<file path="config.mk">
export PLATFORM = sky130hd
export DESIGN_NAME = i2s_clock
export DESIGN_NICKNAME = d
export VERILOG_FILES = /design/src/rtl/audio_pkg.sv /design/src/rtl/i2s_clock.sv
export VERILOG_INCLUDE_DIRS = /design/src /design/src/rtl
export SDC_FILE = /design/constraint.sdc
export NUM_CORES = 1
export LEC_CHECK = 0
export ABC_AREA = 1
export BUFFER_PORTS_ARGS = -buffer_cell sky130_fd_sc_hd__buf_2
export CORE_MARGIN = 3
export CORE_UTILIZATION = 48
export CTS_BUF_LIST = sky130_fd_sc_hd__clkbuf_8
export DETAILED_ROUTE_END_ITERATION = 12
export PLACE_DENSITY = 0.71
export RECOVER_POWER = 50
export SYNTH_ARGS = -nofsm -noshare
export SYNTH_HDL_FRONTEND = slang
export SYNTH_SLANG_ARGS = --single-unit
</file>
<file path="constraint.sdc">
create_clock -name ck -period 1.3 [get_ports ck]
set_input_delay 0.065 -clock ck [delete_from_list [all_inputs] [get_ports ck]]
set_output_delay 0.065 -clock ck [all_outputs]
set_load 0.1 [all_outputs]
</file>
<file path="src/rtl/audio_config.svh">
`ifndef AUDIO_CONFIG_SVH
`define AUDIO_CONFIG_SVH

// Capture geometry
`define AUDIO_CHANNELS 8
`define AUDIO_FRAMES 256
`define SAMPLE_BITS 16

// I2S frame of 64 bit positions, left half then right half
`define I2S_FRAME_BITS 64
`define I2S_DIVIDER 15

// ck cycles from bit enable to the receive sample point
`define I2S_SAMPLE_DELAY 5

// First frame position of each sample slot
`define LEFT_FIRST_BIT 1
`define RIGHT_FIRST_BIT 33

// Bus address byte, bits 31 to 24
`define ADDR_REGS 8'h62
`define ADDR_AUDIO 8'h64

`endif

</file>
<file path="src/rtl/audio_pkg.sv">
`include "audio_config.svh"

package audio_pkg;

    // One microphone or playback sample
    typedef logic [`SAMPLE_BITS-1:0] sample_t;

    typedef logic [$clog2(`AUDIO_CHANNELS)-1:0] chan_t;
    typedef logic [$clog2(`AUDIO_FRAMES)-1:0] frame_t;

    // Channel in the upper bits, frame in the lower bits
    typedef logic [$clog2(`AUDIO_CHANNELS * `AUDIO_FRAMES)-1:0] audio_addr_t;

    // Position within the I2S frame
    typedef logic [$clog2(`I2S_FRAME_BITS)-1:0] bit_posn_t;

    typedef logic [31:0] bus_word_t;

endpackage

</file>
<file path="src/rtl/i2s_clock.sv">
`timescale 1ns/100ps
`include "audio_config.svh"

module i2s_clock (
    input  logic                  ck,
    input  logic                  rst_n,
    output logic                  bit_en,
    output logic                  sample_en,
    output logic                  frame_start,
    output logic                  sck,
    output logic                  ws,
    output audio_pkg::bit_posn_t  bit_posn
);

    localparam int DIV_W = $clog2(`I2S_DIVIDER);
    localparam logic [DIV_W-1:0] DIV_LAST = DIV_W'(`I2S_DIVIDER - 1);
    // sck rises once this count is reached
    localparam logic [DIV_W-1:0] SCK_RISE = DIV_W'(`I2S_DIVIDER / 2);
    localparam audio_pkg::bit_posn_t POSN_LAST = audio_pkg::bit_posn_t'(`I2S_FRAME_BITS - 1);

    logic [DIV_W-1:0] div_cnt;
    logic [`I2S_SAMPLE_DELAY-1:0] en_pipe;

    assign bit_en = (div_cnt == DIV_LAST);
    assign frame_start = bit_en && (bit_posn == POSN_LAST);
    assign sample_en = en_pipe[`I2S_SAMPLE_DELAY-1];
    // Right half of the frame has the top position bit set
    assign ws = bit_posn[$bits(audio_pkg::bit_posn_t)-1];

    always_ff @(posedge ck or negedge rst_n) begin
        if (!rst_n) begin
            div_cnt <= '0;
            sck <= 1'b0;
            bit_posn <= '0;
            en_pipe <= '0;
        end else begin
            en_pipe <= {en_pipe[`I2S_SAMPLE_DELAY-2:0], bit_en};
            if (bit_en) begin
                div_cnt <= '0;
                sck <= 1'b0;
                bit_posn <= bit_posn + 1'b1;
            end else begin
                div_cnt <= div_cnt + 1'b1;
                if (div_cnt == SCK_RISE - 1'b1) begin
                    sck <= 1'b1;
                end
            end
        end
    end

endmodule

</file>
After elaboration in Yosys (flattened, before gate mapping) --
Cells that the tools add are included.
Storage, ports and cells: flip-flop bits (word level) 16, bits in latches 0, memory bits (writable) 0, memory bits (read-only) 0, output and inout bits 11, memories kept 0
Cells by class: add/subtract/negate cells 2, multiply operators 0, div/mod/pow operators 0, $lt $le $gt $ge 0, equality and inequality tests 3, shift operators 0, mux-type cells 3, bitwise logic cells 0, reductions and logical operators 2
Operators by type and width (count):
- 6-bit by 1-bit adder with 6-bit output, second input constant | 1
- 6-bit == test, second input constant | 1
- 4-bit by 1-bit adder with 4-bit output, second input constant | 1
- 4-bit by 3-bit == test with 1-bit output, second input constant | 1
- 4-bit == test, second input constant | 1
- 4-bit 2-to-1 mux | 1
- 1-bit 2-to-1 mux | 2
- 2-bit nonzero test | 1
- 1-bit logical AND | 1

Longest topological paths before layout --
Gate-level depths: netlist of the first run.
depth in word-level cells 3, gate-level depth with buffers 7, depth with buffers taken out 7

Worst setup path before layout of the first run --
OpenSTA, ideal clock, no wires.
kind reg-to-output, start point register bit_posn[0], end point output port frame_start, arrival time 3148 ps, path slack -1913 ps, stages on the path, launching flop included 4, cells stage by stage dfrtp_1 > ha_1 > nand3_1 > nor4_2
On the way: cells in the longest elaborated chain, start to end 2
Ends and longest elaborated chain:
- from (decl) | RTL line i2s_clock.sv:12 | output audio_pkg::bit_posn_t bit_posn
- from (signal assigned) | RTL line i2s_clock.sv:41 | bit_posn <= bit_posn + 1'b1;
- 6-bit == test | RTL line i2s_clock.sv:25 | assign frame_start = bit_en && (bit_posn == POSN_LAST);
- 1-bit logical AND | RTL line i2s_clock.sv:25
- to (decl) | RTL line i2s_clock.sv:9 | output logic frame_start,
Every way passes these cells.

Worst setup path after layout of the first run --
start point register div_cnt[1], end point output port frame_start
On the way: cells in the longest elaborated chain, start to end 2
Ends and longest elaborated chain:
- from (decl) | RTL line i2s_clock.sv:21 | logic [DIV_W-1:0] div_cnt;
- from (signal assigned) | RTL line i2s_clock.sv:43 | div_cnt <= div_cnt + 1'b1;
- 4-bit == test | RTL line i2s_clock.sv:24 | assign bit_en = (div_cnt == DIV_LAST);
- 1-bit logical AND | RTL line i2s_clock.sv:25
Every way passes these cells.

==> metrics.md, run 1 <==
| Metric | Value |
|---|---|
| Status | finished with violations |
| Ys Warns | 0 |
| 1st-iter DRT viols | 18 |
| Fin area | 0.00104 mm^2 |
| CP Class | register to primary output |
| WL final | 2010 um |
| CTS buffer count | 3 |
| Die area | 0.00189 mm^2 |
| Post-Syn Instances | 67 |
| Crit path DAT | 1440 ps |
| Max Slew Vio Count | 0 |
| Avg WL per Cell | 17.8 um |
| Tcrit/Tclk final | 116% |
| Peak VDD IR | 0.695 mV |
| Pin count of the biggest net entering global routing | 17 |
| Final hold violation count | 0 |
| Vias in the first global route | 642 |
| Critical-path maximum fanout | 2 |
| Area growth from synthesis to layout | 54.4% |
| Ys flop type | dfrtp_1 |
| Initial antenna violation count | 0 |
| Post-synth EDFFs | 0 |
| Setup Skew | 2.61 ps |
| Yosys cell types | 17 |
| Total GRT Usage | 22.2% |
| Die W | 43.5 um |
| 1st-pass router iterations | 4 |
| PortBufs | 12 |
| Via count | 629 |
| CP endpoint kind | primary output |
| Final hold slack | 348 ps |
| Setup tns final | -306 ps |
| Synth cell count leaders | 17 x nand2_1, 16 x dfrtp_1, 12 x inv_1 |
| # setup viols final | 3 |
| Syn_area_per_cell | 10.1 um^2 |
| CTS Root Cell | clkbuf_8 |
| Worst-path clk slew | 60 ps |
| Mapped cell area | 676 um^2 |
| DRT antenna net count | 0 |
| Setup WS post-layout | -203 ps |
| Top-area cell type share of the netlist area | 59.3% |
| DRC Markers | 0 |
| Fmax | 665 MHz |
| Startpoint Class | register |
| Placed instance area | 852 um^2 |
| Pre-CTS setup slack | 87.9 ps |
| FP Rows | 12 |
| Clk buf depth | 2 |
| Mapped Nets | 70 |
| Pleak | 0.000555 uW |
| Layout cell share with drive strength beyond 1 | 51.5% |
| Die Y-Extent | 43.5 um |
| Post-DP HPWL | 962 um |
| Num Clock Sinks | 16 |
| PD cells | 908 mW/mm^2 |
| Grt total ovfl | 0 |
| HP Class | register to register |
| Max_cap viols | 0 |
| First-pass GRT wire length | 2990 um |
| Synth top area cells | dfrtp_1 59%, nand2_1 9.4%, inv_1 6.7% |
| Async S/R FF share, synth | 100% |
| Worst-Margin Slew | 860 ps |
| ANT cells | 0 |
| Synth area leader | dfrtp_1 |
| R2R cell count | 8 |
| Failing checks | setup timing |
| Vias/cell | 5.57 |
| CTS H-tree depth | 1 |
| RSZ-0062 raised after global routing | yes |
| Post-synthesis sequential element count | 16 |
| Clk Latency, worst-skew pair | 250 ps |
| Post-synthesis sequential area ratio | 59.3% |
| Post-layout net count | 103 |
| CORE AREA | 0.00122 mm^2 |
| Hold depth | 0 |
| Critical path data required time | 1240 ps |
| Initial core utilization | 55.6% |
| Filler instances | 60 |
| Most common cell in the netlist | nand2_1 |
| CTS tree | done |
| Post-route minimum period | 1500 ps |
| I/O pin cnt | 13 |
| Slew margin rel. | 42.7% |
| Global placement routability congestion | 0.810 |
[cell families (layout without fill, tap and decap cells)]
group                    count (synthesis)  count (layout)  share of synthesized area (%)
AND/OR/NAND/NOR                         30              30                           23.3
flip-flops                              16              16                           59.3
buffers and inverters                   13              45                           7.78
XOR/XNOR                                 4               4                           5.19
AO/OA/AOI/OAI                            3               3                           2.59
adder cells (fa/ha/maj)                  1               1                           1.85
[per-stage QoR]
stage          total power (uW)  utilization (%)  instances
4_1_cts                     951             79.7        107
3_3_place_gp                518             70.1         95
3_5_place_dp                518             70.1         95
5_1_grt                     973             85.8        113
2_1_floorplan               508                -         67
6_report                    948             85.8        113
[layout by cell type, fill, tap and decap left out, types with 2 or more instances in the layout]
cell	instances
clkbuf_8	4
buf_6	2
buf_2	7
buf_12	2
inv_1	9
nand2_1	16
nand2_2	4
dfrtp_4	5
clkbuf_4	2
xor2_1	2
nor2_1	3
xnor2_1	2
inv_2	2
dfrtp_1	10
buf_4	14
[critical path, cell delays in order, from the launching register on]
cell and delay [ps]:
dfrtp_1 400, inv_2 70, nor2_4 130, nand2_2 100
nor4_4 280, buf_12 220
[worst paths after layout]
path,from,end,slack (ps)
min in group asynchronous,rst_n,sck$_DFFE_PN0P_,450
max reg2reg,div_cnt[0]$_DFF_PN0_,bit_posn[5]$_DFFE_PN0N_,-60
min reg2reg,en_pipe[1]$_DFF_PN0_,en_pipe[2]$_DFF_PN0_,350
min,en_pipe[1]$_DFF_PN0_,en_pipe[2]$_DFF_PN0_,350
max in group asynchronous,rst_n,bit_posn[1]$_DFFE_PN0N_,230
max,div_cnt[1]$_DFF_PN0_,frame_start,-200
[repair_timing]
action / CTS / global route
resized for setup: 0 / 12
buffers inserted: 7 / 6
hold buffers: 1 / 0
endpoints found under the hold margin: 16 / 0
setup endpoints to repair: 2 / 5
pin swaps: 3 / 5
gates cloned: 0 / 0
[state kept, by name (all words and copies together) (netlist names)]
| signal | count |
|---|---|
| bit_posn | 6 |
| div_cnt | 4 |
| en_pipe | 5 |
| sck | 1 |
[area by class of cell]
class,instances,area (um^2),share of cell area [%]
multi-input combinational,38,272,26.0
tap,14,17.5,1.68
timing repair buffer,29,231,22.2
inverter,12,47.5,4.56
sequential,16,420,40.3
clock buffer,4,55.1,5.28
[metal layers]
metal	part of all wire, %	track usage (%)
met2	51	37.2
met5	0	0
met1	37	25.1
met3	6.5	5.39
met4	5.2	13.9
[report_power, final]
group / internal, uW / switching (uW) / total (uW)
Combinational: 2.60 / 9.67 / 12.3
Sequential: 498 / 0 / 498
Clock: 268 / 169 / 438
Power figures use the tool's default switching activity.
==> inputs of run 2 (changes only) <==
PLACE_DENSITY = default   (was 0.71)
PLACE_DENSITY_LB_ADDON = 0.15   (was default)
==> run 2 against run 1 <==
Compared with the run above:
- the flow still finishes with violations (setup timing)
- sequential share of layout area up 3.9 points
- via count down 21%
- highest routed layer unchanged
- cell area down 8.9%
- wire length down 35%
- die area unchanged
- clock power down 1%
- utilization down 7.6 points
- fmax up 4.0%
- combinational power down 4%
- non-clock buffer count down 9
- first-iteration DRC count down 17%
- cell count down 8.0%
==> metrics.md, run 2 (synthesized netlist as in run 1, its figures left out) <==
| Metric | Value |
|---|---|
| Initial core utilization | 55.6% (unchanged) |
| Via count | 494 (was 629) |
| Most common cell after layout, fill and taps aside | nand2_1 (unchanged) |
| Initial antenna violation count | 0 (unchanged) |
| Worst-Margin Slew | 826 ps (was 860 ps) |
| HP Class | register to register (unchanged) |
| DRT antenna net count | 0 (unchanged) |
| ANT cells | 0 (unchanged) |
| Gr busiest metal | met2 (unchanged) |
| CORE AREA | 0.00122 mm^2 (unchanged) |
| Global placement routability congestion | 0.823 (was 0.810) |
| Failing checks | setup timing (unchanged) |
| WL final | 1320 um (was 2010 um) |
| Setup Skew | 3.80 ps (was 2.61 ps) |
| Total GRT Usage | 18.2% (was 22.2%) |
| CTS Root Cell | clkbuf_8 (unchanged) |
| Area growth from synthesis to layout | 40.7% (was 54.4%) |
| Crit path max-delay family | simple AND/OR/NAND/NOR gates (unchanged) |
| Slew margin rel. | 45.0% (was 42.7%) |
| Fin area | 951 um^2 (was 0.00104 mm^2) |
| Post-layout net count | 94 (was 103) |
| Cell with the largest stage delay on the worst path | dfrtp_1 (unchanged) |
| 1st-pass router iterations | 4 (unchanged) |
| Hold_sp | en_pipe[1]$_DFF_PN0_ (unchanged) |
| Slowest stage delay, CP | 400 ps (about the same) |
| M2 GR Usage | 27.1% (was 37.2%) |
| Most frequent cells in the layout | 16 x nand2_1, 12 x inv_1, 10 x dfrtp_1, 9 x buf_2, 7 x buf_4 (was 16 x nand2_1, 14 x buf_4, 10 x dfrtp_1, 9 x inv_1, 7 x buf_2) |
| RSZ-0062 raised after global routing | yes (unchanged) |
| Vias in the first global route | 505 (was 642) |
| R2R Path Start | div_cnt[2]$_DFF_PN0_ (was div_cnt[0]$_DFF_PN0_) |
| Status | finished with violations (unchanged) |
| Startpoint Class | register (unchanged) |
| CTS tree | done (unchanged) |
| Clk Latency, worst-skew pair | 250 ps (about the same) |
| CP endpoint kind | primary output (unchanged) |
| Max_cap viols | 0 (unchanged) |
| Fmax | 692 MHz (was 665 MHz) |
| PD cells | 990 mW/mm^2 (was 908 mW/mm^2) |
| Setup tns final | -145 ps (was -306 ps) |
| Post-route minimum period | 1450 ps (was 1500 ps) |
| Critical Path, Cell by Cell | nor2_2 > nand2_2 > nor4_4 > buf_12 (was inv_2 > nor2_4 > nand2_2 > nor4_4 > buf_12) |
| First-pass GRT wire length | 2430 um (was 2990 um) |
| Met1 usage | 22.3% (was 25.1%) |
| Grt total ovfl | 0 (unchanged) |
| Peak VDD IR | 0.812 mV (was 0.695 mV) |
| Layout cell share with drive strength beyond 1 | 43.3% (was 51.5%) |
| I/O pin cnt | 13 (unchanged) |
| Worst-path clk slew | 60 ps (about the same) |
| CP Class | register to primary output (unchanged) |
| DRC Markers | 0 (unchanged) |
| Die Y-Extent | 43.5 um (unchanged) |
| FP Rows | 12 (unchanged) |
| 1st-iter DRT viols | 15 (was 18) |
| Max reg flops | 6 (unchanged) |
| Critical-path maximum fanout | 3 (was 2) |
| Pin count of the biggest net entering global routing | 17 (unchanged) |
| Post-DP HPWL | 861 um (was 962 um) |
| Num Clock Sinks | 16 (unchanged) |
| Die area | 0.00189 mm^2 (unchanged) |
| Tcrit/Tclk final | 111% (was 116%) |
| Setup crit start | div_cnt[0]$_DFF_PN0_ (was div_cnt[1]$_DFF_PN0_) |
| Setup WS post-layout | -145 ps (was -203 ps) |
| Biggest regs | bit_posn x6, en_pipe x5, div_cnt x4 (unchanged) |
| # setup viols final | 1 (was 3) |
| Crit path DAT | 1380 ps (was 1440 ps) |
| Max Slew Vio Count | 0 (unchanged) |
| Routing usage on met3 | 7.05% (was 5.39%) |
| Reg with most FFs | bit_posn (unchanged) |
| Vias/cell | 4.75 (was 5.57) |
| Clk buf depth | 2 (unchanged) |
| CTS H-tree depth | 1 (unchanged) |
| Avg WL per Cell | 12.7 um (was 17.8 um) |
| Pleak | 0.000512 uW (was 0.000555 uW) |
| PortBufs | 12 (unchanged) |
| Sum of buffers and inverters on the critical path | 1 (was 2) |
| CTS buffer count | 3 (unchanged) |
| Critical path data required time | 1240 ps (about the same) |
| Placed instance area | 852 um^2 (unchanged) |
| Final hold slack | 344 ps (was 348 ps) |
| Final hold violation count | 0 (unchanged) |
| Die W | 43.5 um (unchanged) |
## run 2: changes by cell type in the layout (fill, tap and decap cells not counted), moves of 2 or more
cell	previous run	this run
buf_4	14	7
inv_1	9	12
buf_2	7	9
buf_6	2	0
clkbuf_4	2	0
inv_2	2	0
## run 2: worst paths after layout
| check | cells past startpoint | slack, ps | endpoint |
|---|---|---|---|
| worst max-delay path | 4 | -150 | frame_start |
| worst min-delay path | 0 | 340 | en_pipe[2]$_DFF_PN0_ |
| worst max register to register | 7 | 80 | bit_posn[5]$_DFFE_PN0N_ |
| worst min register to register | 0 | 340 | en_pipe[2]$_DFF_PN0_ |
| max in group asynchronous | 2 | 270 | bit_posn[1]$_DFFE_PN0N_ |
| min in group asynchronous | 2 | 420 | en_pipe[4]$_DFF_PN0_ |
## run 2: per-stage QoR
stage	std cells	util [%]	power (uW)	worst slack [ps]
floorplan	67	-	508	-675
global placement	95	70.1	518	117
detailed placement	95	70.1	518	91.5
CTS	103	77.7	949	-152
global route	104	78.2	982	-215
finish	104	78.2	941	-145
## run 2: power by group
group / internal, uW / switching, uW / leakage, uW
Sequential: 498 / 0 / 0.000197
Combinational: 2.59 / 9.23 / 0.000286
Clock: 269 / 163 / 0.0000288
Total: 769 / 172 / 0.000512
## run 2: per-layer routing
metal	vias to the layer above	wire, um
li1	245	-
met1	221	586
met2	22	602
met3	6	95
met4	0	34
met5	-	0
## run 2: final cells by class
cell class / count / area [um^2]
Timing Repair Buffer: 20 / 151
Clock buffer: 4 / 55.1
Sequential cell: 16 / 420
Multi-Input combinational cell: 38 / 262
Tap cell: 14 / 17.5
Inverter: 12 / 45.0
Fill cell: 77 / 265
## run 2: repair_timing
| item | CTS | global route |
|---|---|---|
| hold endpoints to repair | 16 | 0 |
| setup endpoints to repair | 2 | 3 |
| resized for setup | 2 | 0 |
| hold buffers | 1 | 0 |
| setup buffers | 3 | 1 |
| pin swaps | 2 | 2 |
## run 2: worst register-to-register path, stage by stage (launching register included)
cell and delay (ps):
dfrtp_1 390, nand2_2 60, buf_4 150, nor2_8 140
buf_4 150, nand4_1 100, nand2_1 110, inv_1 40
==> inputs of run 3 (changes only) <==
CORE_UTILIZATION = 43   (was 48)
==> run 3 against run 2 <==
Compared with the run above:
- the run still ends with setup timing left
- sequential power about the same
- clock skew hardly changed
- first-iteration DRC count down 13%
- wire length is 1.1% higher
- cell area up 1.8%
- hold slack gained 3.7 ps
- sequential cell count did not move
- utilization down 8.1 points
==> metrics.md, run 3 (synthesized netlist as in run 1, its figures left out) <==
| Metric | Value |
|---|---|
| Cell with the largest stage delay on the worst path | dfrtp_2 (was dfrtp_1) |
| Critical-path maximum fanout | 4 (was 3) |
| Crit path max-delay family | simple AND/OR/NAND/NOR gates (unchanged) |
| Final core utilization | 70.0% (was 78.2%) |
| Critical path data required time | 1240 ps (about the same) |
| Area growth from synthesis to layout | 43.3% (was 40.7%) |
| PD cells | 903 mW/mm^2 (was 990 mW/mm^2) |
| Worst-path clk slew | 60 ps (about the same) |
| Pleak | 0.000516 uW (was 0.000512 uW) |
| Global placement routability congestion | 0.742 (was 0.823) |
| CORE AREA | 0.00138 mm^2 (was 0.00122 mm^2) |
| CP Depth | 4 (unchanged) |
| Post-route minimum period | 1420 ps (was 1450 ps) |
| CTS tree | done (unchanged) |
| Initial core utilization | 48.9% (was 55.6%) |
| PortBufs | 12 (unchanged) |
| Slowest stage delay, CP | 440 ps (was 400 ps) |
| CP endpoint kind | primary output (unchanged) |
| Setup tns final | -118 ps (was -145 ps) |
| Initial antenna violation count | 0 (unchanged) |
| Worst-Margin Slew | 843 ps (was 826 ps) |
| FP Rows | 13 (was 12) |
| Critical Path, Cell by Cell | nor2_4 > nand2_2 > nor4_4 > buf_12 (was nor2_2 > nand2_2 > nor4_4 > buf_12) |
| Status | finished with violations (unchanged) |
| Max reg flops | 6 (unchanged) |
| Slew margin rel. | 43.8% (was 45.0%) |
| CTS Root Cell | clkbuf_8 (unchanged) |
| Tcrit/Tclk final | 109% (was 111%) |
| Vias/cell | 4.76 (was 4.75) |
| Vias in the first global route | 505 (unchanged) |
| Final hold violation count | 0 (unchanged) |
| Via count | 509 (was 494) |
| 1st-iter DRT viols | 13 (was 15) |
| Hold_sp | en_pipe[0]$_DFF_PN0_ (was en_pipe[1]$_DFF_PN0_) |
| DRC Markers | 0 (unchanged) |
| Most frequent cells in the layout | 16 x nand2_1, 11 x inv_1, 9 x dfrtp_1, 9 x buf_4, 7 x buf_2 (was 16 x nand2_1, 12 x inv_1, 10 x dfrtp_1, 9 x buf_2, 7 x buf_4) |
| Grt total ovfl | 0 (unchanged) |
| Failing checks | setup timing (unchanged) |
| Total GRT Usage | 15.4% (was 18.2%) |
| Crit path DAT | 1350 ps (was 1380 ps) |
| I/O pin cnt | 13 (unchanged) |
| 1st-pass router iterations | 4 (unchanged) |
| Max Slew Vio Count | 0 (unchanged) |
| CP Class | register to primary output (unchanged) |
| Most common cell after layout, fill and taps aside | nand2_1 (unchanged) |
| Post-DP HPWL | 921 um (was 861 um) |
| Pin count of the biggest net entering global routing | 17 (unchanged) |
| Filler instances | 99 (was 77) |
| Pre-CTS setup slack | 78.1 ps (was 91.5 ps) |
| R2R cell count | 6 (was 7) |
| Peak VDD IR | 0.617 mV (was 0.812 mV) |
| CTS H-tree depth | 1 (unchanged) |
| Clk buf depth | 2 (unchanged) |
| Reg with most FFs | bit_posn (unchanged) |
| R2R Path Start | div_cnt[2]$_DFF_PN0_ (unchanged) |
| RSZ-0062 raised after global routing | yes (unchanged) |
| Fmax | 705 MHz (was 692 MHz) |
| WL final | 1330 um (was 1320 um) |
| Setup WS post-layout | -118 ps (was -145 ps) |
| # setup viols final | 1 (unchanged) |
| Setup Skew | 3.68 ps (was 3.80 ps) |
| HP Class | register to register (unchanged) |
| Sum of buffers and inverters on the critical path | 1 (unchanged) |
| Biggest regs | bit_posn x6, en_pipe x5, div_cnt x4 (unchanged) |
| Die Y-Extent | 45.6 um (was 43.5 um) |
| DRT antenna net count | 0 (unchanged) |
| Avg WL per Cell | 12.4 um (was 12.7 um) |
| Layout cell share with drive strength beyond 1 | 46.7% (was 43.3%) |
| Setup crit start | div_cnt[0]$_DFF_PN0_ (unchanged) |
| Num Clock Sinks | 16 (unchanged) |
| R2R setup slack | 100 ps (was 80 ps) |
| Clk Latency, worst-skew pair | 240 ps (was 250 ps) |
| Post-layout net count | 96 (was 94) |
| Final hold slack | 348 ps (was 344 ps) |
| Startpoint Class | register (unchanged) |
| ANT cells | 0 (unchanged) |
| First-pass GRT wire length | 2160 um (was 2430 um) |
| Die W | 45.6 um (was 43.5 um) |
| CTS buffer count | 3 (unchanged) |
| Max_cap viols | 0 (unchanged) |
| Die area | 0.00208 mm^2 (was 0.00189 mm^2) |
| RR Endpoint | bit_posn[2]$_DFFE_PN0N_ (was bit_posn[5]$_DFFE_PN0N_) |
| Crit path to | frame_start (unchanged) |
## run 3: cell types whose count changed in the layout (fill, tap and decap cells not counted), sizes merged
cell	previous run	this run
clkbuf	5	6
inv	12	13
## run 3: where the power goes
part / internal [uW] / switching [uW] / leakage, uW / total [uW]
combinational: 2.60 / 9.52 / 0.000294 / 12.1
clock: 209 / 156 / 0.0000269 / 365
sequential: 498 / 0 / 0.000195 / 498
total: 709 / 165 / 0.000516 / 875
## run 3: how the worst min path moves through the flow
stage / depth (start not counted) / slack, ps / end
6_report: 0 / 350 / en_pipe[1]$_DFF_PN0_
5_1_grt: 0 / 370 / en_pipe[1]$_DFF_PN0_
4_1_cts: 2 / 260 / bit_posn[5]$_DFFE_PN0N_
3_5_place_dp: 1 / -4 / en_pipe[4]$_DFF_PN0_
3_3_place_gp: 1 / -6 / en_pipe[4]$_DFF_PN0_
2_1_floorplan: 0 / -230 / bit_posn[3]$_DFFE_PN0N_
## run 3: repair_timing
item | 4_1_cts | 5_1_grt
hold endpoints to repair | 16 | 0
endpoints found under the setup margin | 2 | 4
hold buffers | 1 | 0
setup buffers | 5 | 1
pin swaps | 3 | 4
gates resized for setup | 0 | 8
## run 3: worst register-to-register path: stages (launching register included)
cell	delay, ps
dfrtp_1	400
nand2_2	70
buf_4	150
nor2_8	140
buf_4	170
nand2_2	50
xnor2_1	110
## run 3: layout make-up
cell class | count | area (um^2) | share of cell area, %
flip-flops and latches | 16 | 422 | 43.5
multi-input cells | 38 | 267 | 27.5
repair buffers | 22 | 171 | 17.7
inverters | 12 | 45.0 | 4.65
clock buffers | 3 | 41.3 | 4.26
well taps | 15 | 18.8 | 1.94
clock inverters | 1 | 3.75 | 0.388
## run 3: metal layers
layer / track usage (%) / vias to the layer above / share of wire [%]
met5: 0 / - / 0
met4: 8.19 / 0 / 2.0
met3: 4.74 / 4 / 6.0
met2: 24.5 / 16 / 49
met1: 18.3 / 239 / 43
li1: - / 250 / -
## run 3: per-stage QoR
stage / cells / total power [uW] / cell area, um^2
2_1_floorplan: 67 / 508 / 729
3_3_place_gp: 96 / 518 / 853
3_5_place_dp: 96 / 519 / 853
4_1_cts: 106 / 886 / 946
5_1_grt: 107 / 917 / 968
6_report: 107 / 875 / 968
